==> src/source/cpu_pkg.sv <==
package cpu_pkg;

    ////////////////////////////////////////
    // Sizes
    localparam int WORD_SIZE  = 16;
    localparam int REG_SIZE   = 2;
    localparam int IMM_SIZE   = 8;
    localparam int JUMP_SIZE  = 12;
    localparam int FUNCT_SIZE = 6;

    // R-type function codes
    localparam logic [FUNCT_SIZE-1:0] FUNCT_ADD = 6'd0;
    localparam logic [FUNCT_SIZE-1:0] FUNCT_SUB = 6'd1;
    localparam logic [FUNCT_SIZE-1:0] FUNCT_AND = 6'd2;
    localparam logic [FUNCT_SIZE-1:0] FUNCT_ORR = 6'd3;
    localparam logic [FUNCT_SIZE-1:0] FUNCT_WWD = 6'd28;
    localparam logic [FUNCT_SIZE-1:0] FUNCT_HLT = 6'd29;

    ////////////////////////////////////////
    // Encodings
    typedef enum logic [3:0] {
        OP_BNE   = 4'd0,
        OP_BEQ   = 4'd1,
        OP_ADI   = 4'd4,
        OP_LHI   = 4'd6,
        OP_LWD   = 4'd7,
        OP_SWD   = 4'd8,
        OP_JMP   = 4'd9,
        OP_RTYPE = 4'd15
    } opcode_t;

    typedef enum logic [2:0] {
        ALU_ADD = 3'd0,
        ALU_SUB = 3'd1,
        ALU_AND = 3'd2,
        ALU_OR  = 3'd3,
        ALU_LHI = 3'd4
    } alu_op_t;

    ////////////////////////////////////////
    // Control and stage boundaries
    typedef struct packed {
        logic    alu_src;
        logic    mem_read;
        logic    mem_write;
        logic    mem_to_reg;
        logic    reg_write;
        logic    reg_dest;   // 1 selects rd, 0 selects rt
        logic    uses_rs;
        logic    uses_rt;
        logic    branch;
        logic    branch_ne;
        logic    jump;
        logic    wwd;
        logic    halt;
        alu_op_t alu_op;
    } ctrl_t;

    typedef struct packed {
        logic [WORD_SIZE-1:0] instr;
        logic [WORD_SIZE-1:0] pc_next;
        logic                 valid;
    } if_id_t;

    typedef struct packed {
        ctrl_t                ctrl;
        logic [WORD_SIZE-1:0] rs_val;
        logic [WORD_SIZE-1:0] rt_val;
        logic [WORD_SIZE-1:0] imm;
        logic [REG_SIZE-1:0]  dest;
        logic                 valid;
    } id_ex_t;

    typedef struct packed {
        ctrl_t                ctrl;
        logic [WORD_SIZE-1:0] alu_result;
        logic [WORD_SIZE-1:0] store_data;
        logic [REG_SIZE-1:0]  dest;
        logic [WORD_SIZE-1:0] rs_val;
        logic                 valid;
    } ex_mem_t;

    typedef struct packed {
        ctrl_t                ctrl;
        logic [WORD_SIZE-1:0] alu_result;
        logic [WORD_SIZE-1:0] load_data;
        logic [REG_SIZE-1:0]  dest;
        logic [WORD_SIZE-1:0] rs_val;
        logic                 valid;
    } mem_wb_t;

endpackage

==> src/source/alu.sv <==
`timescale 1ns/1ns

module alu (
    input  logic [cpu_pkg::WORD_SIZE-1:0] a,
    input  logic [cpu_pkg::WORD_SIZE-1:0] b,
    input  cpu_pkg::alu_op_t              op,
    output logic [cpu_pkg::WORD_SIZE-1:0] result
);

    localparam int LOW_BITS = cpu_pkg::WORD_SIZE - cpu_pkg::IMM_SIZE;

    always_comb begin
        case (op)
            cpu_pkg::ALU_ADD: result = a + b;
            cpu_pkg::ALU_SUB: result = a - b;
            cpu_pkg::ALU_AND: result = a & b;
            cpu_pkg::ALU_OR:  result = a | b;
            // Immediate into the upper byte, low byte zero
            cpu_pkg::ALU_LHI: result = {b[cpu_pkg::IMM_SIZE-1:0], {LOW_BITS{1'b0}}};
            default:          result = '0;
        endcase
    end

endmodule

==> config.mk <==
export PLATFORM = sky130hd
export DESIGN_NAME = alu
export DESIGN_NICKNAME = d
export VERILOG_FILES = /design/src/source/cpu_pkg.sv /design/src/source/alu.sv
export SDC_FILE = /design/constraint.sdc
export NUM_CORES = 1
export LEC_CHECK = 0
export ABC_AREA = 1
export BUFFER_PORTS_ARGS = -buffer_cell sky130_fd_sc_hd__buf_2
export CORE_MARGIN = 4
export CORE_UTILIZATION = 30
export DETAILED_ROUTE_END_ITERATION = 8
export SLEW_MARGIN = 15
export SYNTH_ARGS = -nofsm -noshare
export SYNTH_HDL_FRONTEND = slang
export SYNTH_SLANG_ARGS = --single-unit
==> constraint.sdc <==
create_clock -name vclk -period 6.07
set_input_delay 0.3035 -clock vclk [all_inputs]
set_output_delay 0.3035 -clock vclk [all_outputs]
set_load 0.01 [all_outputs]
## After elaboration in Yosys (flattened, before gate mapping)

Index checks and enable logic that the tools add are counted.

| storage, ports and cells | value |
|---|---|
| flip-flop bits (word level) | 0 |
| latch bits | 0 |
| memory bits (writable) | 0 |
| bits in read-only memories | 0 |
| input port bits | 35 |
| output and inout bits | 16 |
| memories | 0 |

| cells by class | value |
|---|---|
| add/subtract/negate cells | 2 |
| $mul | 0 |
| div/mod/pow operators | 0 |
| order comparisons | 0 |
| equal/unequal tests | 4 |
| shift operators | 0 |
| mux-type cells | 1 |
| bitwise logic cells | 2 |
| reduce and logical (&&, ||, !) cells | 1 |

Operators with widths:

| kind | number |
|---|---|
| $pmux 16 s5 | 1 |
| $add 16x16->16 | 1 |
| $and 16x16->16 | 1 |
| $or 16x16->16 | 1 |
| $sub 16x16->16 | 1 |
| $eq 3x2->1 const B | 2 |
| $eq 3x1->1 const B | 1 |
| $eq 3x3->1 const B | 1 |
| $logic_not 3->1 | 1 |

## Depth between registers and ports, before layout

| logic depth | value |
|---|---|
| depth after elaboration | 2 |
| mapped depth | 20 |
| mapped depth without buffers | 20 |

## Least setup slack after synthesis

Ideal clock, no wire load.

| timing path | value |
|---|---|
| kind | input to output |
| from | input b[0] (netlist name) |
| to | output result[7] (netlist name) |
| arrival time | 2.292 ns |
| data required time | 5.766 ns |
| path slack | 3.474 ns |
| cell stages on the path | 16 |
| path buffers | 0 |
| cell sequence | inv_1 ha_1 inv_1 nor3_4 inv_1 o21ai_0 xor2_1 inv_1 ha_1 nand2_1 inv_1 a21oi_1 nand2_1 or2_2 nand3_1 nand3_1 |

| on the way | value |
|---|---|
| longest elaborated chain between the ends | 2 |
| elaborated cells on any way between the ends | 3 |
| classes of those cells | add/sub (2); mux (1) |

RTL lines:

| item | RTL line | RTL |
|---|---|---|
| start: declaration | alu.sv:5 | `input logic [cpu_pkg::WORD_SIZE-1:0] b,` |
| $sub 16x16->16 or $add 16x16->16 (tied branches) | alu.sv:15, alu.sv:14 |  |
| $pmux 16 s5 * | alu.sv:13 | `case (op)` |
| end: declaration | alu.sv:7 | `output logic [cpu_pkg::WORD_SIZE-1:0] result` |

Mark *: on every way between the ends. The rest lies on a longest branch, timed or not.

## Worst setup path after layout

| timing path | value |
|---|---|
| from | input b[0] (netlist name) |
| to | output result[15] (netlist name) |

Same word-level chain as after synthesis.

==> results by group <==
Status
  – Status: finished, final reports clean

STA
  – Slew HR: 64.1%
  – Fmax: 317 MHz
  – Post-layout minimum cycle time: 3.16 ns
  – Count of final setup violators: 0
  – Setup tns final: 0 ns
  – Worst hold slack: 0.958 ns
  – RSZ-0062 raised after global routing: no
  – Worst-Margin Slew: 0.538 ns
  – Final Hold Vio Count: 0
  – Final Max Slew Viols: 0
  – Final Cycle Share: 52.0%

Synthesis
  – Synth warn: 0
  – Post-synthesis cell count: 315
  – Top cell type's share of synthesized area: 17.3%
  – Register area share after synthesis: 0%
  – Synth area leaders: nand2_1 17%, ha_1 13%, inv_1 11%
  – Post-Syn Area: 1730 sq um
  – Syn nets: 369
  – Count of different cell masters after synthesis: 39
  – Syn Area/Cell: 5.50 sq um
  – Area leader, netlist: nand2_1

Clocking
  – Resized Gates After CTS: 0
  – Post-CTS setup buffers: 0
  – Hold buffers post-CTS: 0

Routing
  – Routed WL: 5400 microns
  – Initial drt markers: 108
  – DR WL/cell: 12.4 microns
  – Number of remaining DRC errors: 0
  – Vias per inst: 4.84
  – Via Count: 2101
  – TritonRoute pass-1 iters: 5
  – Final ANT Viol Nets: 0

Setup path
  – Sum of buffers and inverters on the critical path: 7
  – Critical Path Start Type: input pin
  – CP arrival: 2.85 ns
  – Critical-path cell list: buf_2, inv_1, ha_1, inv_1, nor3_4, inv_1, o21ai_0, xor2_1, inv_1, ha_1, nand2_1, inv_1, a21oi_1, nand2_1, a21oi_1, nand3_1, nand3_1, nand2_1, buf_2
  – Most frequent CP cell: inv_1
  – CP max stage cell: ha_1
  – CP max FO: 5
  – CP delay by family, top: simple AND/OR/NAND/NOR gates
  – Critical path class: input pin to primary output
  – Worst Setup End Kind: primary output
  – CP max stage delay: 0.33 ns
  – Worst Path Required: 5.77 ns

Placement
  – I/O Buffers: 51
  – Post-DP HPWL: 4680 microns
  – Placer Congestion: 0.916

Global routing
  – First-pass GRT wire length: 9380 microns
  – Total GRT Usage: 15.4%
  – Largest net degree at the start of global routing: 19
  – Number of global-route vias before repair: 2072
  – Initial antenna violation count: 0
  – Grt total ovfl: 0

Flow run
  – MaxCap Viol Count: 0

Power
  – Pint: 0.0000767 W
  – Switch Pwr: 0.000125 W
  – Combinational share of power: 100.0%
  – Net Sw Frac: 62.0%
  – Power Density: 98.7 nW/um^2
  – Seq pwr share: 0%
  – Clock power share: 0%
  – Max rail drop VDD: 37.4 uV
  – Leak: 1.17 nW

Floorplan
  – Num rows: 27
  – Initial Util: 31.3%
  – Die width: 84 microns
  – Core area: 5540 sq um
  – I/O Pins: 51
  – Die area: 7060 sq um
  – Die Span Y: 84 microns

Final layout
  – Filler instances: 654
  – Share of cells above drive strength 1: 19.9%
  – Seq_cells: 0
  – Nets: 418
  – Layout Utilization: 36.9%
  – Synth-to-Final Area Change: 17.9%
  – Clock Buffer Count: 0
  – N_diodes: 0
  – Register area: 0 sq um

Min path
  – Hold WC Path Type: input pin to primary output
==> cells in the final DEF (no fill, tap or decap), types with 2 or more instances in the layout <==
master	instances
nand2_1	80
inv_1	52
buf_2	51
nand3_1	36
nor2_1	23
o21ai_0	20
a21oi_1	20
ha_1	18
xor2_1	12
or2_2	5
a22oi_1	4
o21ai_1	3
nand2_2	3
maj3_1	3
nor2_4	2
nor3_2	2
nor2_2	2
or2_1	2
nand4_1	2
o22ai_1	2
nand3b_1	2
a31oi_1	2
nand3_2	2
==> metal layers <==
layer	share of wire (%)	GRT usage [%]	up-vias
met1	47	20.8	909
met2	47	27.2	50
li1	-	-	1134
met5	0	0	-
met4	1.3	2.19	0
met3	4.9	0.888	8
==> logic make-up after synthesis <==
group	Yosys count	synth area share [%]
xor gates and xnor gates	13	6.57
AOI/OAI and AO/OA	59	19.8
adders and majority gates	22	15.9
buffers and inverters	56	13.3
and+or+nand+nor	165	44.5
==> power groups by stage <==
stage          Clock [W]  Sequential [W]  Combinational [W]
2_1_floorplan          0               0           0.000141
5_1_grt                0               0           0.000233
4_1_cts                0               0           0.000203
3_3_place_gp           0               0           0.000201
3_5_place_dp           0               0           0.000202
6_report               0               0           0.000202
==> layout make-up <==
type | count | area (sq um) | area share (%)
well taps | 72 | 90.1 | 4.41
multi-input cells | 259 | 1500 | 73.5
repair buffers | 51 | 255 | 12.5
inverters | 52 | 195 | 9.55
==> synthesized netlist by cell type (all sizes together) <==
| master | number |
|---|---|
| nand2 | 84 |
| inv | 52 |
| nand3 | 38 |
| nor2 | 27 |
| o21ai | 25 |
| a21oi | 21 |
| ha | 18 |
| xor2 | 12 |
| or2 | 8 |
| a22oi | 4 |
| buf | 4 |
| nor3 | 4 |
| maj3 | 3 |
| a31oi | 2 |
| nand3b | 2 |
| nand4 | 2 |
| o22ai | 2 |
| a21o | 1 |
| a221oi | 1 |
| fa | 1 |
| o211ai | 1 |
| o21bai | 1 |
| o31ai | 1 |
| xnor2 | 1 |
==> final timing paths <==
path  from         end  slack (ns)  cells after the start
max   b[0]  result[15]        2.91                     19
min   a[2]   result[2]        0.96                      4
==> per-stage QoR <==
step	worst slack (ns)	std cells	power (W)	instance area, sq um
finish	2.91	434	0.000202	2040
global route	2.62	434	0.000233	2040
CTS	2.89	434	0.000203	2040
detailed placement	2.88	434	0.000202	2040
global placement	2.95	434	0.000201	2040
floorplan	3.47	315	0.000141	1730
Power figures use the tool's default switching activity.
