<file path="src/source/cpu_pkg.sv">
package cpu_pkg;

    ////////////////////////////////////////
    // Sizes
    localparam int WORD_SIZE  = 16;
    localparam int REG_SIZE   = 2;
    localparam int IMM_SIZE   = 8;
    localparam int JUMP_SIZE  = 12;
    localparam int FUNCT_SIZE = 6;

    // R-type function codes
    localparam logic [FUNCT_SIZE-1:0] FUNCT_ADD = 6'd0;
    localparam logic [FUNCT_SIZE-1:0] FUNCT_SUB = 6'd1;
    localparam logic [FUNCT_SIZE-1:0] FUNCT_AND = 6'd2;
    localparam logic [FUNCT_SIZE-1:0] FUNCT_ORR = 6'd3;
    localparam logic [FUNCT_SIZE-1:0] FUNCT_WWD = 6'd28;
    localparam logic [FUNCT_SIZE-1:0] FUNCT_HLT = 6'd29;

    ////////////////////////////////////////
    // Encodings
    typedef enum logic [3:0] {
        OP_BNE   = 4'd0,
        OP_BEQ   = 4'd1,
        OP_ADI   = 4'd4,
        OP_LHI   = 4'd6,
        OP_LWD   = 4'd7,
        OP_SWD   = 4'd8,
        OP_JMP   = 4'd9,
        OP_RTYPE = 4'd15
    } opcode_t;

    typedef enum logic [2:0] {
        ALU_ADD = 3'd0,
        ALU_SUB = 3'd1,
        ALU_AND = 3'd2,
        ALU_OR  = 3'd3,
        ALU_LHI = 3'd4
    } alu_op_t;

    ////////////////////////////////////////
    // Control and stage boundaries
    typedef struct packed {
        logic    alu_src;
        logic    mem_read;
        logic    mem_write;
        logic    mem_to_reg;
        logic    reg_write;
        logic    reg_dest;   // 1 selects rd, 0 selects rt
        logic    uses_rs;
        logic    uses_rt;
        logic    branch;
        logic    branch_ne;
        logic    jump;
        logic    wwd;
        logic    halt;
        alu_op_t alu_op;
    } ctrl_t;

    typedef struct packed {
        logic [WORD_SIZE-1:0] instr;
        logic [WORD_SIZE-1:0] pc_next;
        logic                 valid;
    } if_id_t;

    typedef struct packed {
        ctrl_t                ctrl;
        logic [WORD_SIZE-1:0] rs_val;
        logic [WORD_SIZE-1:0] rt_val;
        logic [WORD_SIZE-1:0] imm;
        logic [REG_SIZE-1:0]  dest;
        logic                 valid;
    } id_ex_t;

    typedef struct packed {
        ctrl_t                ctrl;
        logic [WORD_SIZE-1:0] alu_result;
        logic [WORD_SIZE-1:0] store_data;
        logic [REG_SIZE-1:0]  dest;
        logic [WORD_SIZE-1:0] rs_val;
        logic                 valid;
    } ex_mem_t;

    typedef struct packed {
        ctrl_t                ctrl;
        logic [WORD_SIZE-1:0] alu_result;
        logic [WORD_SIZE-1:0] load_data;
        logic [REG_SIZE-1:0]  dest;
        logic [WORD_SIZE-1:0] rs_val;
        logic                 valid;
    } mem_wb_t;

endpackage

</file>
<file path="src/source/reg_read_if.sv">
`timescale 1ns/1ns

interface reg_read_if;

    logic [cpu_pkg::REG_SIZE-1:0]  rs_addr;
    logic [cpu_pkg::REG_SIZE-1:0]  rt_addr;
    logic [cpu_pkg::WORD_SIZE-1:0] rs_data;
    logic [cpu_pkg::WORD_SIZE-1:0] rt_data;

    // Decode stage side
    modport stage (output rs_addr, rt_addr, input rs_data, rt_data);

    // Register file side
    modport file (input rs_addr, rt_addr, output rs_data, rt_data);

    // Hazard and branch logic only looks
    modport observe (input rs_addr, rt_addr, rs_data, rt_data);

endinterface

</file>
<file path="src/source/register_file.sv">
`timescale 1ns/1ns

module register_file (
    input  logic                          clk,
    input  logic                          reset_n,
    reg_read_if.file                      rd_port,
    input  logic                          write_enable,
    input  logic [cpu_pkg::REG_SIZE-1:0]  write_addr,
    input  logic [cpu_pkg::WORD_SIZE-1:0] write_data
);

    logic [cpu_pkg::WORD_SIZE-1:0] regs [2**cpu_pkg::REG_SIZE];

    always_ff @(posedge clk) begin
        if (reset_n) begin
            for (int i = 0; i < 2**cpu_pkg::REG_SIZE; i++) begin
                regs[i] <= '0;
            end
        end else if (write_enable) begin
            regs[write_addr] <= write_data;
        end
    end

    // Write-through so write-back never has to stall decode
    always_comb begin
        rd_port.rs_data = regs[rd_port.rs_addr];
        rd_port.rt_data = regs[rd_port.rt_addr];
        if (write_enable && write_addr == rd_port.rs_addr) begin
            rd_port.rs_data = write_data;
        end
        if (write_enable && write_addr == rd_port.rt_addr) begin
            rd_port.rt_data = write_data;
        end
    end

endmodule

</file>
<file path="src/flat_wrapper.sv">
// flat-port wrapper written by rule: the top's interface ports become plain ports
module register_file_flat 
  (clk, reset_n, write_enable, write_addr, write_data, rd_port_rs_addr, rd_port_rt_addr, rd_port_rs_data, rd_port_rt_data);
  reg_read_if rd_port_i ();
  input  logic clk;
  input  logic reset_n;
  input  logic write_enable;
  input  logic [cpu_pkg::REG_SIZE-1:0] write_addr;
  input  logic [cpu_pkg::WORD_SIZE-1:0] write_data;
  input wire logic [$bits(rd_port_i.rs_addr)-1:0] rd_port_rs_addr;
  input wire logic [$bits(rd_port_i.rt_addr)-1:0] rd_port_rt_addr;
  output wire logic [$bits(rd_port_i.rs_data)-1:0] rd_port_rs_data;
  output wire logic [$bits(rd_port_i.rt_data)-1:0] rd_port_rt_data;
  assign rd_port_i.rs_addr = rd_port_rs_addr;
  assign rd_port_i.rt_addr = rd_port_rt_addr;
  assign rd_port_rs_data = rd_port_i.rs_data;
  assign rd_port_rt_data = rd_port_i.rt_data;
  register_file u_core (.clk(clk), .reset_n(reset_n), .rd_port(rd_port_i), .write_enable(write_enable), .write_addr(write_addr), .write_data(write_data));
endmodule
</file>
<file path="config.mk">
export PLATFORM = sky130hd
export DESIGN_NAME = register_file_flat
export DESIGN_NICKNAME = d
export VERILOG_FILES = /design/src/source/cpu_pkg.sv /design/src/source/reg_read_if.sv /design/src/source/register_file.sv /design/src/flat_wrapper.sv
export SDC_FILE = /design/constraint.sdc
export NUM_CORES = 1
export LEC_CHECK = 0
export ABC_AREA = 1
export BUFFER_PORTS_ARGS = -buffer_cell sky130_fd_sc_hd__buf_2
export CORE_ASPECT_RATIO = 0.8
export CORE_MARGIN = 1
export CORE_UTILIZATION = 55
export CTS_CLUSTER_DIAMETER = 150
export CTS_CLUSTER_SIZE = 40
export DETAILED_ROUTE_END_ITERATION = 8
export GPL_ROUTABILITY_DRIVEN = 0
export GPL_TIMING_DRIVEN = 0
export PLACE_DENSITY_LB_ADDON = 0.2
export SYNTH_ARGS = -nofsm -noshare
export SYNTH_HDL_FRONTEND = slang
export SYNTH_SLANG_ARGS = --single-unit
</file>
<file path="constraint.sdc">
create_clock -name clk -period 2.5 [get_ports clk]
set_input_delay 0 -clock clk [delete_from_list [all_inputs] [get_ports clk]]
set_output_delay 0 -clock clk [all_outputs]
set_load 0.02 [all_outputs]
</file>
* Word level (Yosys, flattened, before mapping) *
Memory sizes are Yosys's and may differ from the RTL's.
Cells that the tools add are included.

word-level totals
  register bits = 0
  latch bits = 0
  memory bits (writable) = 64
  ROM bits = 0
  output and inout port bits = 32
  logic and storage cells = 16
  memories kept = 1

operators by class
  add/sub/neg operators = 0
  multiply operators = 0
  div/mod/pow operators = 0
  order comparisons = 0
  eq/ne operators = 2
  shift-type cells = 0
  multiplexer cells = 10
  bitwise operators = 0
  reduce and logical (&&, ||, !) cells = 3

memory list
  name         words  bits a word  rd ports  clocked after Yosys merged registers in  wr ports  RTL line             text
  u_core.regs  4      16           2         0                                        4         register_file.sv:12  logic [cpu_pkg::WORD_SIZE-1:0] regs [2**cpu_pkg::REG_SIZE];

operator list
  operator             number
  16-bit 2-to-1 mux    3
  16-bit OR reduction  1
  1-bit 2-to-1 mux     6
  2-bit equality test  2
  1-bit logical AND    2
  2-bit 2-to-1 mux     1

* Longest topological paths before layout *
  word-level depth = 5
  gate-level depth with buffers = 8
  mapped depth without buffers = 6

* Worst setup path before layout *
OpenSTA, ideal clock, no wires.

  kind = input to register
  start = input write_addr[0] (netlist bit)
  end = memory u_core.regs[3][0] (netlist bit) (enable)
  data arrival time = 1.388 ns
  path slack = 0.698 ns
  stages on the path = 2
  path buffers = 0
  cell sequence = inv_2 > o31ai_1

RTL lines
  element             RTL line             text
  start: declaration  flat_wrapper.sv:8    input logic [cpu_pkg::REG_SIZE-1:0] write_addr;
  end: declaration    register_file.sv:12

==> flow_metrics.tcl <==
set metrics [dict create \
    h-tree-depth 3 \
    cts_resized 0 \
    syn-num-nets 623 \
    seq_area_frac_synth_pct 45.8 \
    maxCapViolations 0 \
    synth_warnings 0 \
    end_kind "flop" \
    largest_reg_flops 64 \
    power_density_nw_per_um2 582 \
    postCtsSetupBuffers 0 \
    comb_power_share_pct 24.4 \
    internal_power_mw 1.90 \
    synth_cell_type_count 18 \
    clkTransAtPathRegs_ns 0.06 \
    hp-class "in -> reg" \
    setup_viol 0 \
    grt_max_degree 17 \
    power_frac_clock_pct 29.5 \
    biggestRegsByFlops "u_core.regs x64" \
    syn-cell-area_um2 4200 \
    grt_overflow_total 0 \
    dp_hpwl_mm 8.58 \
    fp-row-count 28 \
    setup-tns-final_ns 0 \
    num_antenna_cells 0 \
    totalWireLength_mm 12.8 \
    required_ns 2.47 \
    drtAntennaViolNets 0 \
    io_buffers 52 \
    cts_tree "yes" \
    layout.nets 687 \
    tightest_slew_ns 1.06 \
    drtIter0Drc 527 \
    routedWlPerCell_um 16.6 \
    maxSlewHeadroom_pct 29.3 \
    vdd_drop_max_uv 459 \
    clockBufferDepth 2 \
    synth-seq-cells 64 \
    fin_crit_ns 1.83 \
    finalInstanceArea_um2 4790 \
    status "completed" \
    num_vias 4247 \
    critPathLaunchType "input port" \
    dieWidth_um 99.7 \
    p_seq_share_pct 46.1 \
    cp_data_arrival_time_ns 1.80 \
    total_leakage_power_nw 2.55 \
    crit_fanout 16 \
    dieArea_um2 7990 \
    crit_type "in -> reg" \
    syn_inst 598 \
    drive_above_1_share_pct 15.3 \
    cts.sink_count 64 \
    start_util_pct 56.8 \
    ioPinCount 57 \
    grt_pass1_wl_mm 19.5 \
    vias_per_cell 5.51 \
    rsz0062_at_grt "false" \
    whs_ns 0.0202 \
    p_sw_share_pct 31.7 \
    die_h_um 80.2 \
    hold_viol 0 \
    finalCritPeriodShare_pct 73.2 \
    placed_cell_area_um2 4600 \
    fmax_mhz 547 \
    cts_inserted_buffers 9 \
    core_area_um2 7390 \
    cts_root_buf "clkbuf_8" \
    top_register "u_core.regs" \
    avgSynthCellArea_um2 7.02 \
    net-switching-power_mw 0.885 \
    grt_pass1_vias 3870 \
    drc_errors 0 \
    hold_buffers 1 \
    dr.pass1.iters 7 \
    area_growth_pct 14.1 \
    drv_slew 0 \
    grt.total_usage_pct 33.5 \
    antenna_found_initial 0 \
]
## worst max-delay path, cell delays in order
cell and delay (ns):
buf_2 0.10, inv_1 0.19, nand2_2 0.19, inv_1 0.17
nand3_2 0.24, buf_2 0.30, nand2_1 0.61
## Yosys cell counts, drive strengths merged
library cell / number / area [um2]
a21oi: 2 / 10.0
buf: 22 / 158
clkbuf: 8 / 30.0
edfxtp: 64 / 1920
inv: 93 / 354
nand2: 242 / 921
nand3: 99 / 526
nor2: 67 / 272
o31ai: 1 / 7.51
## area by class of cell
cell class                      count  area (um2)
Buffer                             30         188
Sequential cell                    64        1920
Tap cell                          105         131
Timing Repair Buffer               53         270
Fill cell                         656        2600
Inverter                           93         354
Clock buffer                        9         124
Multi-Input combinational cell    411        1750
Clock inverter                      6        51.3
## power groups by stage
stage | Combinational, mW | Clock (mW) | Sequential (mW)
after global placement | 0.639 | 0 | 1.30
after global routing | 0.741 | 0.860 | 1.29
final | 0.681 | 0.823 | 1.28
after CTS | 0.665 | 0.821 | 1.28
after detailed placement | 0.661 | 0 | 1.31
after floorplan | 0.447 | 0 | 1.30
## layout by cell type (no fill, tap or decap), drive strengths merged
master / count
a21oi: 2
buf: 74
o31ai: 1
inv: 93
clkbuf: 17
dlygate4sd3: 1
nand2: 242
bufinv: 1
nor2: 67
clkinv: 5
edfxtp: 64
nand3: 99
## routing by layer
layer / GRT usage [%] / routed length (um) / vias up
met5: 3.50 / 0 / -
met3: 8.36 / 1560 / 56
met4: 17.4 / 469 / 0
met2: 51.0 / 5690 / 299
li1: - / - / 1982
met1: 44.2 / 5080 / 1910
## path summary, 6_finish.rpt
check | slack [ns] | startpoint | endpoint | depth (start not counted)
min | 0.02 | write_data[5] | u_core.regs[3][5] | 3
max | 0.67 | reset_n | u_core.regs[2][10] | 7
## cells by family after synthesis
family                 after synthesis  synth area share [%]
DFF                                 64                  45.8
buffers and inverters              123                  12.9
AOI/OAI and AO/OA                    3                 0.417
and+or+nand+nor                    408                  40.9
## metrics by stage
stage	total power [mW]	worst slack (ns)	std cells	utilization, %
finish	2.79	0.671	771	64.8
global route	2.89	0.585	771	64.8
CTS	2.77	0.714	771	64.8
detailed placement	1.97	0.363	755	62.3
global placement	1.94	-0.259	755	62.1
floorplan	1.75	0.698	598	-
Note: power is estimated with default switching activity, not from simulation.
