$ cat src/source/cpu_pkg.sv
package cpu_pkg;

    ////////////////////////////////////////
    // Sizes
    localparam int WORD_SIZE  = 16;
    localparam int REG_SIZE   = 2;
    localparam int IMM_SIZE   = 8;
    localparam int JUMP_SIZE  = 12;
    localparam int FUNCT_SIZE = 6;

    // R-type function codes
    localparam logic [FUNCT_SIZE-1:0] FUNCT_ADD = 6'd0;
    localparam logic [FUNCT_SIZE-1:0] FUNCT_SUB = 6'd1;
    localparam logic [FUNCT_SIZE-1:0] FUNCT_AND = 6'd2;
    localparam logic [FUNCT_SIZE-1:0] FUNCT_ORR = 6'd3;
    localparam logic [FUNCT_SIZE-1:0] FUNCT_WWD = 6'd28;
    localparam logic [FUNCT_SIZE-1:0] FUNCT_HLT = 6'd29;

    ////////////////////////////////////////
    // Encodings
    typedef enum logic [3:0] {
        OP_BNE   = 4'd0,
        OP_BEQ   = 4'd1,
        OP_ADI   = 4'd4,
        OP_LHI   = 4'd6,
        OP_LWD   = 4'd7,
        OP_SWD   = 4'd8,
        OP_JMP   = 4'd9,
        OP_RTYPE = 4'd15
    } opcode_t;

    typedef enum logic [2:0] {
        ALU_ADD = 3'd0,
        ALU_SUB = 3'd1,
        ALU_AND = 3'd2,
        ALU_OR  = 3'd3,
        ALU_LHI = 3'd4
    } alu_op_t;

    ////////////////////////////////////////
    // Control and stage boundaries
    typedef struct packed {
        logic    alu_src;
        logic    mem_read;
        logic    mem_write;
        logic    mem_to_reg;
        logic    reg_write;
        logic    reg_dest;   // 1 selects rd, 0 selects rt
        logic    uses_rs;
        logic    uses_rt;
        logic    branch;
        logic    branch_ne;
        logic    jump;
        logic    wwd;
        logic    halt;
        alu_op_t alu_op;
    } ctrl_t;

    typedef struct packed {
        logic [WORD_SIZE-1:0] instr;
        logic [WORD_SIZE-1:0] pc_next;
        logic                 valid;
    } if_id_t;

    typedef struct packed {
        ctrl_t                ctrl;
        logic [WORD_SIZE-1:0] rs_val;
        logic [WORD_SIZE-1:0] rt_val;
        logic [WORD_SIZE-1:0] imm;
        logic [REG_SIZE-1:0]  dest;
        logic                 valid;
    } id_ex_t;

    typedef struct packed {
        ctrl_t                ctrl;
        logic [WORD_SIZE-1:0] alu_result;
        logic [WORD_SIZE-1:0] store_data;
        logic [REG_SIZE-1:0]  dest;
        logic [WORD_SIZE-1:0] rs_val;
        logic                 valid;
    } ex_mem_t;

    typedef struct packed {
        ctrl_t                ctrl;
        logic [WORD_SIZE-1:0] alu_result;
        logic [WORD_SIZE-1:0] load_data;
        logic [REG_SIZE-1:0]  dest;
        logic [WORD_SIZE-1:0] rs_val;
        logic                 valid;
    } mem_wb_t;

endpackage

$ cat src/source/reg_read_if.sv
`timescale 1ns/1ns

interface reg_read_if;

    logic [cpu_pkg::REG_SIZE-1:0]  rs_addr;
    logic [cpu_pkg::REG_SIZE-1:0]  rt_addr;
    logic [cpu_pkg::WORD_SIZE-1:0] rs_data;
    logic [cpu_pkg::WORD_SIZE-1:0] rt_data;

    // Decode stage side
    modport stage (output rs_addr, rt_addr, input rs_data, rt_data);

    // Register file side
    modport file (input rs_addr, rt_addr, output rs_data, rt_data);

    // Hazard and branch logic only looks
    modport observe (input rs_addr, rt_addr, rs_data, rt_data);

endinterface

$ cat src/source/hazard_unit.sv
`timescale 1ns/1ns

module hazard_unit (
    reg_read_if.observe                   rd_port,
    input  cpu_pkg::ctrl_t                id_ctrl,
    input  logic                          id_valid,
    input  logic [cpu_pkg::WORD_SIZE-1:0] id_pc_next,
    input  logic [cpu_pkg::WORD_SIZE-1:0] id_imm,
    input  logic [cpu_pkg::JUMP_SIZE-1:0] id_jump_field,
    input  logic [cpu_pkg::REG_SIZE-1:0]  ex_dest,
    input  logic [cpu_pkg::REG_SIZE-1:0]  mem_dest,
    input  logic                          ex_write,
    input  logic                          mem_write,
    output logic                          stall,
    output logic                          redirect,
    output logic [cpu_pkg::WORD_SIZE-1:0] target
);

    localparam int PAGE_BITS = cpu_pkg::WORD_SIZE - cpu_pkg::JUMP_SIZE;

    logic rs_hit;
    logic rt_hit;
    logic taken;

    ////////////////////////////////////////
    // Interlock on older writers

    assign rs_hit = id_ctrl.uses_rs &&
                    ((ex_write && ex_dest == rd_port.rs_addr) ||
                     (mem_write && mem_dest == rd_port.rs_addr));
    assign rt_hit = id_ctrl.uses_rt &&
                    ((ex_write && ex_dest == rd_port.rt_addr) ||
                     (mem_write && mem_dest == rd_port.rt_addr));

    assign stall = id_valid && (rs_hit || rt_hit);

    ////////////////////////////////////////
    // Branch and jump resolution

    always_comb begin
        taken = 1'b0;
        if (id_ctrl.branch) begin
            taken = id_ctrl.branch_ne ? (rd_port.rs_data != rd_port.rt_data)
                                      : (rd_port.rs_data == rd_port.rt_data);
        end
    end

    assign redirect = id_valid && !stall && (id_ctrl.jump || taken);

    // Jump keeps the page bits of the next pc
    assign target = id_ctrl.jump
                  ? {id_pc_next[cpu_pkg::WORD_SIZE-1 -: PAGE_BITS], id_jump_field}
                  : id_pc_next + id_imm;

endmodule

$ cat src/flat_wrapper.sv
// flat-port wrapper written by rule: the top's interface ports become plain ports
module hazard_unit_flat 
  (id_ctrl, id_valid, id_pc_next, id_imm, id_jump_field, ex_dest, mem_dest, ex_write, mem_write, stall, redirect, target, rd_port_rs_addr, rd_port_rt_addr, rd_port_rs_data, rd_port_rt_data);
  reg_read_if rd_port_i ();
  input  cpu_pkg::ctrl_t id_ctrl;
  input  logic id_valid;
  input  logic [cpu_pkg::WORD_SIZE-1:0] id_pc_next;
  input  logic [cpu_pkg::WORD_SIZE-1:0] id_imm;
  input  logic [cpu_pkg::JUMP_SIZE-1:0] id_jump_field;
  input  logic [cpu_pkg::REG_SIZE-1:0] ex_dest;
  input  logic [cpu_pkg::REG_SIZE-1:0] mem_dest;
  input  logic ex_write;
  input  logic mem_write;
  output logic stall;
  output logic redirect;
  output logic [cpu_pkg::WORD_SIZE-1:0] target;
  input wire logic [$bits(rd_port_i.rs_addr)-1:0] rd_port_rs_addr;
  input wire logic [$bits(rd_port_i.rt_addr)-1:0] rd_port_rt_addr;
  input wire logic [$bits(rd_port_i.rs_data)-1:0] rd_port_rs_data;
  input wire logic [$bits(rd_port_i.rt_data)-1:0] rd_port_rt_data;
  assign rd_port_i.rs_addr = rd_port_rs_addr;
  assign rd_port_i.rt_addr = rd_port_rt_addr;
  assign rd_port_i.rs_data = rd_port_rs_data;
  assign rd_port_i.rt_data = rd_port_rt_data;
  hazard_unit u_core (.rd_port(rd_port_i), .id_ctrl(id_ctrl), .id_valid(id_valid), .id_pc_next(id_pc_next), .id_imm(id_imm), .id_jump_field(id_jump_field), .ex_dest(ex_dest), .mem_dest(mem_dest), .ex_write(ex_write), .mem_write(mem_write), .stall(stall), .redirect(redirect), .target(target));
endmodule
$ cat config.mk
export PLATFORM = sky130hd
export DESIGN_NAME = hazard_unit_flat
export DESIGN_NICKNAME = d
export VERILOG_FILES = /design/src/source/cpu_pkg.sv /design/src/source/reg_read_if.sv /design/src/source/hazard_unit.sv /design/src/flat_wrapper.sv
export SDC_FILE = /design/constraint.sdc
export NUM_CORES = 1
export LEC_CHECK = 0
export BUFFER_PORTS_ARGS = -buffer_cell sky130_fd_sc_hd__buf_4
export CAP_MARGIN = 5
export CORE_ASPECT_RATIO = 0.9
export CORE_MARGIN = 4
export CORE_UTILIZATION = 31
export DETAILED_ROUTE_END_ITERATION = 10
export PLACE_DENSITY = 0.67
export SETUP_SLACK_MARGIN = 0.5
export SYNTH_ARGS = -nofsm -noshare
export SYNTH_HDL_FRONTEND = slang
export SYNTH_SLANG_ARGS = --single-unit
$ cat constraint.sdc
create_clock -name vclk -period 3.7
set_input_delay 0.74 -clock vclk [all_inputs]
set_output_delay 0.74 -clock vclk [all_outputs]
set_load 0.01 [all_outputs]
-- After elaboration in Yosys (flattened, before gate mapping)
Index checks and enable logic that the tools add are counted.
- add/subtract/negate cells: 1
- equality and inequality tests: 6
- muxes and demuxes: 3
- reduce and logical (&&, ||, !) cells: 14
- operator list (kind ; number):
    $add 16x16->16 ; 1
    $eq 16x16->1 ; 1
    $mux 16 ; 1
    $ne 16x16->1 ; 1
    $logic_and 1x1->1 ; 9
    $eq 2x2->1 ; 4
    $logic_or 1x1->1 ; 4
    $mux 1 ; 2
    $logic_not 1->1 ; 1
- bits in registers: 0
- input port bits: 103
- output and inout bits: 18
- word-level logic and storage cells: 24

-- Logic depth before layout (Yosys ltp)
- depth in word-level cells: 9
- depth in mapped cells: 8
- gate-level depth less buffers: 8

-- Worst setup path after synthesis
Ideal clock, no wire load.
- path type: input to output
- start: input port id_pc_next[0] in the netlist's numbering
- end: output port target[14] in the netlist's numbering
- data arrival time: 2.508 ns
- data required time: 2.960 ns
- path slack: 0.452 ns
- stages: 8
- buffers on the path: 0
- path through: ha_1 -> fa_1 -> a21o_1 -> a21oi_4 -> o21bai_2 -> a31oi_2 -> nor2_1 -> a311oi_1
- longest elaborated chain between the ends: 2
- ends and longest elaborated chain (what ; RTL line ; text):
    from (decl) ; flat_wrapper.sv:7 ; input logic [cpu_pkg::WORD_SIZE-1:0] id_pc_next;
    $add 16x16->16 ; hazard_unit.sv:53 ; : id_pc_next + id_imm;
    $mux 16 ; hazard_unit.sv:52 ; ? {id_pc_next[cpu_pkg::WORD_SIZE-1 -: PAGE_BITS], id_jump_field}
    to (decl) ; flat_wrapper.sv:16 ; output logic [cpu_pkg::WORD_SIZE-1:0] target;
No other way between the ends.

-- Worst setup path in the final report
- start: input port id_imm[0] in the netlist's numbering
- end: output port target[10] in the netlist's numbering
- longest elaborated chain between the ends: 2
- ends and longest elaborated chain (what ; RTL line ; text):
    from (decl) ; flat_wrapper.sv:8 ; input logic [cpu_pkg::WORD_SIZE-1:0] id_imm;
    $add 16x16->16 ; hazard_unit.sv:53 ;
    $mux 16 ; hazard_unit.sv:52 ;
No other way between the ends.

==> results.toml <==
[status]
status = "finished, final reports clean"

[worst_setup_path]
crit_arrival_ps = 2490
critPathKind = "in2out"
path_cells = "buf_6 -> ha_4 -> fa_2 -> a21o_1 -> a21oi_4 -> o21ai_2 -> a21o_1 -> a311oi_1 -> o21ai_1 -> buf_4"
crit_path_frequent_cell = "a21o_1"
critPathMaxFanout = 3
worstSetupStartpointType = "input pin"
end_kind = "output pin"
critPathTopFamily = "compound AO/OA/AOI/OAI gates"
crit_buf_inv = 2
required_ps = 2960
cp_slowest_cell = "fa_2"
slowest_delay_ps = 360

[detailed_routing]
drc = 0
dr_total_vias = 1644
wl_um = 4231
vias_per_cell = 4.982
drtPass1Iterations = 4
post_drt_wl_per_cell_um = 12.82
drt_iter0_markers = 48
ant_nets = 0

[layout]
drive_gt1_frac = 0.5070
diodes = 0
final_nets = 405
nClkBuffers = 0
syn_to_final_growth_pct = 81.33
seqCellArea_um2 = 0
seq_cell_count = 0

[job]
cap_violations = 0

[place]
gp_congestion = 0.7357
hpwl_um = 3602
portBuffers = 110

[synthesis]
syn_area_um2 = 1260
yosysWarnings = 0
syn_nets = 293
synth.distinct_cells = 41
netlist_instances = 174
ys_seq_area_frac = 0
avgSynthCellArea_um2 = 7.241

[timing]
finalSetupTns_ps = 0
fin_crit_ps = 3234
maxSlewHeadroom = 0.7459
report.final.slew_viol_count = 0
setup_violations = 0
hold_violations = 0
rsz0062_at_grt = "true"
worst_pin_slew_ps = 377.7
max_freq_mhz = 309.2
min_period_over_period = 0.8741

[global_route]
met2_usage = 0.2935
track_usage = 0.1533
gr-total-overflow = 0
grt_pass1_wl_um = 6486
met1_usage = 0.1898
grt_max_degree = 31
first_global_vias = 1586
globalRoute.busiestLayer = "met2"
grt_use_met3 = 0.01909
antenna_found_initial = 0

[floorplanning]
die-height_um = 68.48
dieArea_um2 = 5150
core_area_um2 = 3810
die_w_um = 75.20
rows = 21
io_pins = 121
initial_core_util = 0.3307

[clocking]
hold_buffers = 0

[power_and_ir_drop]
powerDensity_nw_per_um2 = 150.7
p_leak_nw = 1.136
vdd_ir_drop_max_v = 0.00008000
finalPower_mw = 0.3444

[min_path]
min_path_type = "in2out"
## layout make-up
class                           instances  area (um2)
Fill cell                             366        1525
Inverter                                5       18.77
Multi-Input combinational cell        165        1345
Tap cell                               46       57.56
Timing Repair Buffer                  114       863.3
## logic make-up (layout without fill, tap and decap cells)
group	after synthesis	count (layout)	synth area share
buf+inv	9	119	0.02780
mux	3	3	0.02582
simple gates	56	56	0.2185
compound gates	57	57	0.3337
fa+ha+maj	16	16	0.1648
xor+xnor	33	33	0.2294
## cells in the mapped netlist (all sizes together) (2+ instances only)
cell,count,area [um2]
o31ai,2,25.02
clkbuf,3,11.26
a211oi,2,20.02
and3,4,25.02
inv,5,18.77
and2,2,13.77
xnor2,13,113.9
nand4,4,25.02
nand3,8,40.04
xor2,20,175.2
nand2,20,75.07
mux2,2,22.52
a311oi,2,17.52
o21ai,16,87.59
a21oi,9,63.82
ha,15,187.7
o21a,5,37.54
a31oi,3,25.02
nor2b,2,12.51
nor3,4,20.02
nor2,7,26.28
a21o,11,82.58
nor4,4,25.02
## metrics by stage
step	utilization	cell area (um2)	setup slack, ps	std cells	hold slack [ps]
global route	0.5997	2285	412.1	330	1764
global placement	0.5599	2133	229.7	326	1750
finish	0.5997	2285	465.7	330	1751
CTS	0.5757	2193	485.9	329	1752
floorplan	-	1266	549.0	174	1560
detailed placement	0.5599	2133	241.3	326	1752
## cells in the final DEF (no fill, tap or decap), types with 2 or more instances in the layout
master and count:
buf_4 112, nand2_1 20, xor2_1 20, xnor2_1 13, a21o_1 11, ha_1 9
nand3_1 8, o21ai_1 7, nor2_1 6, inv_1 5, o21a_1 5, o21ai_0 5
nor3_1 4, o21ai_2 4, a21oi_1 4, nor4_1 4, nand4_1 4, ha_4 4
a21oi_2 3, and3_1 3, a21oi_4 2, nor2b_1 2, o31ai_2 2, mux2_2 2
ha_2 2, buf_6 2
## repair_timing
item,4_1_cts,5_1_grt
setup buffers,3,1
gates resized for setup,8,16
pin swaps,9,3
setup endpoints to repair,5,9
## worst paths after layout
path,end,depth (start not counted),slack (ps),from
worst max-delay path,target[10],10,470,id_imm[0]
worst min-delay path,target[15],3,1750,id_pc_next[15]
## where the power goes
part	internal (mW)	switching, mW
combinational	0.193	0.151
clock	0	0
sequential	0	0
total	0.193	0.151
## per-layer routing
layer	vias to the layer above	wire length, um
met1	734	1718
li1	868	-
met5	-	0
met4	0	0
met3	0	300
met2	42	2212
(Power assumes the default switching activity.)
