## src/source/cpu_pkg.sv

```systemverilog
package cpu_pkg;

    ////////////////////////////////////////
    // Sizes
    localparam int WORD_SIZE  = 16;
    localparam int REG_SIZE   = 2;
    localparam int IMM_SIZE   = 8;
    localparam int JUMP_SIZE  = 12;
    localparam int FUNCT_SIZE = 6;

    // R-type function codes
    localparam logic [FUNCT_SIZE-1:0] FUNCT_ADD = 6'd0;
    localparam logic [FUNCT_SIZE-1:0] FUNCT_SUB = 6'd1;
    localparam logic [FUNCT_SIZE-1:0] FUNCT_AND = 6'd2;
    localparam logic [FUNCT_SIZE-1:0] FUNCT_ORR = 6'd3;
    localparam logic [FUNCT_SIZE-1:0] FUNCT_WWD = 6'd28;
    localparam logic [FUNCT_SIZE-1:0] FUNCT_HLT = 6'd29;

    ////////////////////////////////////////
    // Encodings
    typedef enum logic [3:0] {
        OP_BNE   = 4'd0,
        OP_BEQ   = 4'd1,
        OP_ADI   = 4'd4,
        OP_LHI   = 4'd6,
        OP_LWD   = 4'd7,
        OP_SWD   = 4'd8,
        OP_JMP   = 4'd9,
        OP_RTYPE = 4'd15
    } opcode_t;

    typedef enum logic [2:0] {
        ALU_ADD = 3'd0,
        ALU_SUB = 3'd1,
        ALU_AND = 3'd2,
        ALU_OR  = 3'd3,
        ALU_LHI = 3'd4
    } alu_op_t;

    ////////////////////////////////////////
    // Control and stage boundaries
    typedef struct packed {
        logic    alu_src;
        logic    mem_read;
        logic    mem_write;
        logic    mem_to_reg;
        logic    reg_write;
        logic    reg_dest;   // 1 selects rd, 0 selects rt
        logic    uses_rs;
        logic    uses_rt;
        logic    branch;
        logic    branch_ne;
        logic    jump;
        logic    wwd;
        logic    halt;
        alu_op_t alu_op;
    } ctrl_t;

    typedef struct packed {
        logic [WORD_SIZE-1:0] instr;
        logic [WORD_SIZE-1:0] pc_next;
        logic                 valid;
    } if_id_t;

    typedef struct packed {
        ctrl_t                ctrl;
        logic [WORD_SIZE-1:0] rs_val;
        logic [WORD_SIZE-1:0] rt_val;
        logic [WORD_SIZE-1:0] imm;
        logic [REG_SIZE-1:0]  dest;
        logic                 valid;
    } id_ex_t;

    typedef struct packed {
        ctrl_t                ctrl;
        logic [WORD_SIZE-1:0] alu_result;
        logic [WORD_SIZE-1:0] store_data;
        logic [REG_SIZE-1:0]  dest;
        logic [WORD_SIZE-1:0] rs_val;
        logic                 valid;
    } ex_mem_t;

    typedef struct packed {
        ctrl_t                ctrl;
        logic [WORD_SIZE-1:0] alu_result;
        logic [WORD_SIZE-1:0] load_data;
        logic [REG_SIZE-1:0]  dest;
        logic [WORD_SIZE-1:0] rs_val;
        logic                 valid;
    } mem_wb_t;

endpackage

```

## src/source/control_unit.sv

```systemverilog
`timescale 1ns/1ns

module control_unit (
    input  cpu_pkg::opcode_t              opcode,
    input  logic [cpu_pkg::FUNCT_SIZE-1:0] funct,
    output cpu_pkg::ctrl_t                ctrl
);

    always_comb begin
        ctrl = '0;
        ctrl.alu_op = cpu_pkg::ALU_ADD;
        case (opcode)
            cpu_pkg::OP_RTYPE: begin
                case (funct)
                    cpu_pkg::FUNCT_ADD,
                    cpu_pkg::FUNCT_SUB,
                    cpu_pkg::FUNCT_AND,
                    cpu_pkg::FUNCT_ORR: begin
                        ctrl.reg_write = 1'b1;
                        ctrl.reg_dest  = 1'b1;
                        ctrl.uses_rs   = 1'b1;
                        ctrl.uses_rt   = 1'b1;
                        case (funct)
                            cpu_pkg::FUNCT_SUB: ctrl.alu_op = cpu_pkg::ALU_SUB;
                            cpu_pkg::FUNCT_AND: ctrl.alu_op = cpu_pkg::ALU_AND;
                            cpu_pkg::FUNCT_ORR: ctrl.alu_op = cpu_pkg::ALU_OR;
                            default:            ctrl.alu_op = cpu_pkg::ALU_ADD;
                        endcase
                    end
                    cpu_pkg::FUNCT_WWD: begin
                        ctrl.wwd     = 1'b1;
                        ctrl.uses_rs = 1'b1;
                    end
                    cpu_pkg::FUNCT_HLT: ctrl.halt = 1'b1;
                    default: ;
                endcase
            end
            cpu_pkg::OP_ADI: begin
                ctrl.alu_src   = 1'b1;
                ctrl.reg_write = 1'b1;
                ctrl.uses_rs   = 1'b1;
            end
            // Upper byte load ignores rs
            cpu_pkg::OP_LHI: begin
                ctrl.alu_src   = 1'b1;
                ctrl.reg_write = 1'b1;
                ctrl.alu_op    = cpu_pkg::ALU_LHI;
            end
            cpu_pkg::OP_LWD: begin
                ctrl.alu_src    = 1'b1;
                ctrl.mem_read   = 1'b1;
                ctrl.mem_to_reg = 1'b1;
                ctrl.reg_write  = 1'b1;
                ctrl.uses_rs    = 1'b1;
            end
            cpu_pkg::OP_SWD: begin
                ctrl.alu_src   = 1'b1;
                ctrl.mem_write = 1'b1;
                ctrl.uses_rs   = 1'b1;
                ctrl.uses_rt   = 1'b1;
            end
            cpu_pkg::OP_BNE,
            cpu_pkg::OP_BEQ: begin
                ctrl.branch    = 1'b1;
                ctrl.branch_ne = (opcode == cpu_pkg::OP_BNE);
                ctrl.uses_rs   = 1'b1;
                ctrl.uses_rt   = 1'b1;
            end
            cpu_pkg::OP_JMP: ctrl.jump = 1'b1;
            default: ;
        endcase
    end

endmodule

```

## config.mk

```make
export PLATFORM = sky130hd
export DESIGN_NAME = control_unit
export DESIGN_NICKNAME = d
export VERILOG_FILES = /design/src/source/cpu_pkg.sv /design/src/source/control_unit.sv
export SDC_FILE = /design/constraint.sdc
export NUM_CORES = 1
export LEC_CHECK = 0
export BUFFER_PORTS_ARGS = -buffer_cell sky130_fd_sc_hd__buf_2
export CORE_AREA = 2 2 39 41
export DETAILED_ROUTE_END_ITERATION = 8
export DIE_AREA = 0 0 41 43
export SYNTH_ARGS = -nofsm -noshare
export SYNTH_HDL_FRONTEND = slang
export SYNTH_SLANG_ARGS = --single-unit
```

## constraint.sdc

```tcl
create_clock -name vclk -period 1.2
set_input_delay 0.18 -clock vclk [all_inputs]
set_output_delay 0.18 -clock vclk [all_outputs]
set_load 0.01 [all_outputs]
```

**Word-level counts from Yosys, hierarchy flattened**

Index checks and enable logic that the tools add are counted.

- Eq/ne operators: 12
- Mux-type cells: 18
- Reductions and logical operators: 9

Operators with widths:

| kind | count |
|---|---|
| $eq 4x3->1 const B | 3 |
| $eq 4x4->1 const B | 3 |
| $eq 6x2->1 const B | 2 |
| $eq 6x5->1 const B | 2 |
| $reduce_or 5->1 | 2 |
| $mux 1 | 9 |
| $reduce_or 4->1 | 2 |
| $eq 6x1->1 const B | 1 |
| $logic_not 6->1 | 1 |
| $mux 2 | 3 |
| $pmux 1 s2 | 3 |
| $pmux 2 s3 | 1 |
| $pmux 3 s2 | 1 |
| $reduce_or 3->1 | 2 |
| $eq 4x1->1 const B | 1 |
| $logic_not 4->1 | 1 |
| $mux 3 | 1 |
| $reduce_or 2->1 | 1 |

- Register bits: 0
- Bits of input ports: 10

**Logic depth before layout (Yosys ltp)**

Gate-level depths: netlist of the first run.

- Depth after elaboration: 4
- Mapped depth: 4
- Mapped depth without buffers: 3

**Worst setup path before layout of the first run**

OpenSTA, ideal clock, no wires.

- Path type: input to output
- Start: input port opcode[1]
- End: output port ctrl[14] (netlist name)
- Arrival time: 0.953 ns
- Required time: 1.020 ns
- Path slack: 0.067 ns
- Stages on the path: 4
- Path buffers: 2
- Cell sequence: buf_2 nand2_1 nor3_1 buf_4

RTL lines:

| item | line | text |
|---|---|---|
| start: declaration | control_unit.sv:4 | `input cpu_pkg::opcode_t opcode,` |
| end: declaration | control_unit.sv:6 | `output cpu_pkg::ctrl_t ctrl` |

==> impl_metrics.ini, run 1 <==
[logic_synthesis]
ys_top_cells_by_count = nor3_1 (4), nand2_1 (3), nor4_1 (3)
yosys.area.top_type = nand4_4
yosysMostFrequentCell = nor3_1
synth_top_area_share_pct = 8.673
synth_area_um2 = 245.2
avgSynthCellArea_um2 = 7.431
synthCells = 33
ys_types = 24
seq_area_frac_synth_pct = 0
synth_nets = 43
synth.area.top_cells = nand4_4 (8.7%), nor4_4 (8.7%), nor3_1 (8.2%)
yosysWarnings = 0

[timing]
max-slew-margin-rel_pct = 84.08
setup-violations-final = 2
layout_setup_ws_ns = -0.02429
fin_crit_ns = 1.224
rsz0062_at_grt = true
tightest_slew_ns = 0.2371
finalMaxSlewViolations = 0
fmax_ghz = 0.8168
period_share_pct = 102.0
finalHoldViolations = 0

[drt]
avgViaCountPerCell = 4.487
firstDrtPassIters = 4
drc = 0
routedWlPerCell_um = 9.250
drt_iter0_markers = 3
postRouteAntennaNets = 0
vias = 341
wl_um = 703

[place]
dp_cells = 76
place_hpwl_um = 598.1
finalWeightedCongestion = 0.6396
port_buffers = 26

[grt]
antenna_found_initial = 0
grt_pass1_wl_um = 1097
grt_max_degree = 9
grt_pass1_vias = 278
grt_usage_pct = 8.092
overflow = 0

[hold_path]
hold_path_class = in2out

[floorplanning]
initial_utilization_pct = 17.72
fp.coreArea_mm2 = 0.001384
die_w_um = 41
fp.dieArea_mm2 = 0.001763
top_level_ports = 26
die_h_um = 43
std_cell_rows = 14

[power]
powerDensity_mw_per_mm2 = 270.9
leakage_nw = 0.2241
vdd_ir_drop_max_mv = 0.1057
power.total_uw = 115.9

[layout]
ff_latch_area_um2 = 0
final_nets = 72
drive_above_1_share_pct = 65.00
clkbuf_count = 0
seq_cell_count = 0
area_delta_synth_final_pct = 74.49
antennaDiodeCount = 0
layout.cells.non_filler = 76

[clock_network]
post-cts-setup-buffers = 0
postCtsHoldBufs = 0

[critical_path]
cp-end-kind = output port
crit_fanout = 4
critical_path_arrival_ns = 1.04
critical_path_class = in2out
start_kind = input port
cp.required_ns = 1.02

[outcome]
status = finished, violations left
violations = setup timing

[run]
maxCapViolCount = 0
[timing repair]
action | in CTS | in global routing
endpoints found under the setup margin | 4 | 4
gates resized for setup | 3 | 2
endpoints found under the hold margin | 0 | 0
cloned | 0 | 0
pin swaps | 3 | 2
[worst max-delay path: stages]
cell	delay, ns
buf_6	0.10
nor4_4	0.29
nor2b_4	0.22
and2_1	0.13
buf_2	0.12
[area by class of cell]
class | count | area (µm²)
well taps | 16 | 20.02
fillers | 158 | 955.9
inverters | 2 | 7.507
multi-input cells | 27 | 211.5
repair buffers | 31 | 188.9
[worst paths after layout]
| path | startpoint | end | slack, ns | cells past startpoint |
|---|---|---|---|---|
| max | funct[2] | ctrl[1] | -0.02 | 5 |
| min | funct[0] | ctrl[4] | 0.65 | 3 |
[per-layer routing]
| layer | vias up | part of all wire (%) | global-route usage (%) |
|---|---|---|---|
| met5 | - | 0 | 0 |
| met2 | 19 | 47 | 15.00 |
| met4 | 0 | 0 | 0 |
| met1 | 144 | 42 | 10.44 |
| met3 | 0 | 11 | 0 |
| li1 | 178 | - | - |
[layout by cell type (no fill, tap or decap), drive strengths merged]
cell type,n
nand4b,1
buf,31
inv,2
nor4,4
nor2b,1
nor3,4
maj3,1
o21ba,1
o21bai,1
nand2,3
nand4,1
and3,1
a21oi,1
nor2,1
and2,2
a21o,1
or2,1
o21ai,2
o32a,1
[power breakdown]
group | internal [mW] | total [mW] | leakage [nW] | switching [mW]
sequential | 0 | 0 | 0 | 0
clock | 0 | 0 | 0 | 0
combinational | 0.0568 | 0.116 | 0.224 | 0.0591
[through the flow]
step                instance area [µm²]  hold WS, ns  TNS [ns]  setup WS (ns)  utilization (%)
detailed placement                404.1       0.6386   -0.1786       -0.07111            29.20
CTS                               419.2       0.6403  -0.06865       -0.03708            30.29
finish                            427.9       0.6472  -0.03891       -0.02429            30.92
floorplan                         245.2       0.4066         0        0.06717                -
global placement                  404.1       0.6349  -0.05347       -0.02673            29.20
global route                      427.9       0.6667   -0.3116        -0.1021            30.92
[cells by family (layout without fill, tap and decap cells)]
group,Yosys count,in the layout,share of synthesized area (%)
fa+ha+maj,1,1,4.592
simple gates,19,19,58.67
buf+inv,6,33,14.79
compound gates,7,7,21.94
(Power assumes the default switching activity.)
==> run 2, diff against run 1 <==
==> constraint.sdc (replaced) <==
create_clock -name vclk -period 1.06
set_input_delay 0.159 -clock vclk [all_inputs]
set_output_delay 0.159 -clock vclk [all_outputs]
set_load 0.01 [all_outputs]
==> run 2 against run 1 <==
Compared with the run above:
- the flow still finishes with violations (setup timing)
- cell count increased by 16%
- largest cell class is now buffers
- combinational power grew 52%
- sequential cell count stayed put
- global-route usage rose by 1.4 points
==> impl_metrics.ini, run 2 (same netlist as run 1, synthesis figures left out) <==
[outcome]
status = finished, violations left
violations = setup timing

[layout]
final_nets = 84
seq_cell_count = 0
num-fill-cells = 151
area_delta_synth_final_pct = 134.7
mostFrequentLayoutCell = buf_4
final_cell_mix = buf_4 (19), buf_2 (17), buf_6 (5), nor3_1 (3)
drive_above_1_share_pct = 77.78
ff_latch_area_um2 = 0
layout.cells.non_filler = 88
clkbuf_count = 0
antennaDiodeCount = 0

[critical_path]
cp-end-kind = output port
crit_fanout = 4
critical_path_class = in2out
start_kind = input port
cp.required_ns = 0.90
critical_path_arrival_ns = 1.02

[drt]
vias = 385
routedWlPerCell_um = 9.011
postRouteAntennaNets = 0
avgViaCountPerCell = 4.375
drt_iter0_markers = 1
firstDrtPassIters = 2
drc = 0
wl_um = 793

[power]
powerDensity_mw_per_mm2 = 306.3
power.total_uw = 176.3
vdd_ir_drop_max_mv = 0.1309
leakage_nw = 0.2959

[timing]
fin_tns_setup_ns = -0.6104
max-slew-margin-rel_pct = 83.62
period_share_pct = 111.5
layout_setup_ws_ns = -0.1216
tightest_slew_ns = 0.2439
setup-violations-final = 6
fmax_ghz = 0.8463
finalHoldViolations = 0
fin_crit_ns = 1.182
finalMaxSlewViolations = 0
rsz0062_at_grt = true

[place]
place_hpwl_um = 649.4
port_buffers = 26
dp_cells = 84
finalWeightedCongestion = 0.6302

[hold_path]
holdPathStages = 3
hold_path_class = in2out

[run]
maxCapViolCount = 0

[clock_network]
postCtsHoldBufs = 0

[floorplanning]
fp.dieArea_mm2 = 0.001763
fp.coreArea_mm2 = 0.001384
std_cell_rows = 14
die_h_um = 43
top_level_ports = 26
die_w_um = 41
initial_utilization_pct = 17.72

[grt]
overflow = 0
grt_usage_pct = 9.491
grt_pass1_wl_um = 1276
grt_pass1_vias = 332
antenna_found_initial = 0
grt_max_degree = 8
[run 2: per-layer routing]
| metal | share of wire, % | GRT usage [%] | wire length (µm) | vias to the layer above |
|---|---|---|---|---|
| li1 | - | - | - | 199 |
| met1 | 39 | 11.71 | 309 | 167 |
| met2 | 52 | 18.13 | 415 | 19 |
| met3 | 8.6 | 0 | 68 | 0 |
| met4 | 0 | 0 | 0 | 0 |
| met5 | 0 | 0 | 0 | - |
[run 2: path summary, 6_finish.rpt]
kind / start / end / slack [ns]
worst max-delay path: funct[2] / ctrl[0] / -0.12
worst min-delay path: opcode[1] / ctrl[6] / 0.63
[run 2: where the power goes]
| group | switching [mW] | internal, mW | total (mW) |
|---|---|---|---|
| registers | 0 | 0 | 0 |
| logic | 0.0776 | 0.0986 | 0.176 |
| clock network | 0 | 0 | 0 |
[run 2: timing repair]
item                                    4_1_cts  5_1_grt
pin swaps                                     8        3
endpoints found under the setup margin        9       10
buffers inserted                              4        0
cloned                                        0        0
gates resized for setup                      11        8
[run 2: area by class of cell]
class	instances	area, µm²	area share (%)
Timing Repair Buffer	43	314.1	54.57
Multi-Input combinational cell	27	234.0	40.65
Tap cell	16	20.02	3.478
Inverter	2	7.507	1.304
[run 2: critical path, cell delays in order]
cell	delay [ns]
buf_8	0.10
nor4_4	0.30
nor2b_4	0.22
and2_1	0.13
buf_2	0.12
[run 2: per-stage QoR]
step	setup WS, ns	utilization, %	hold slack, ns	instance area (µm²)
after floorplan	0.001899	-	0.3646	250.2
after global placement	-0.1316	33.91	0.6653	469.2
after detailed placement	-0.1616	33.91	0.6659	469.2
after CTS	-0.1251	39.42	0.6222	545.5
after global routing	-0.1994	41.59	0.6566	575.6
final	-0.1216	41.59	0.6307	575.6
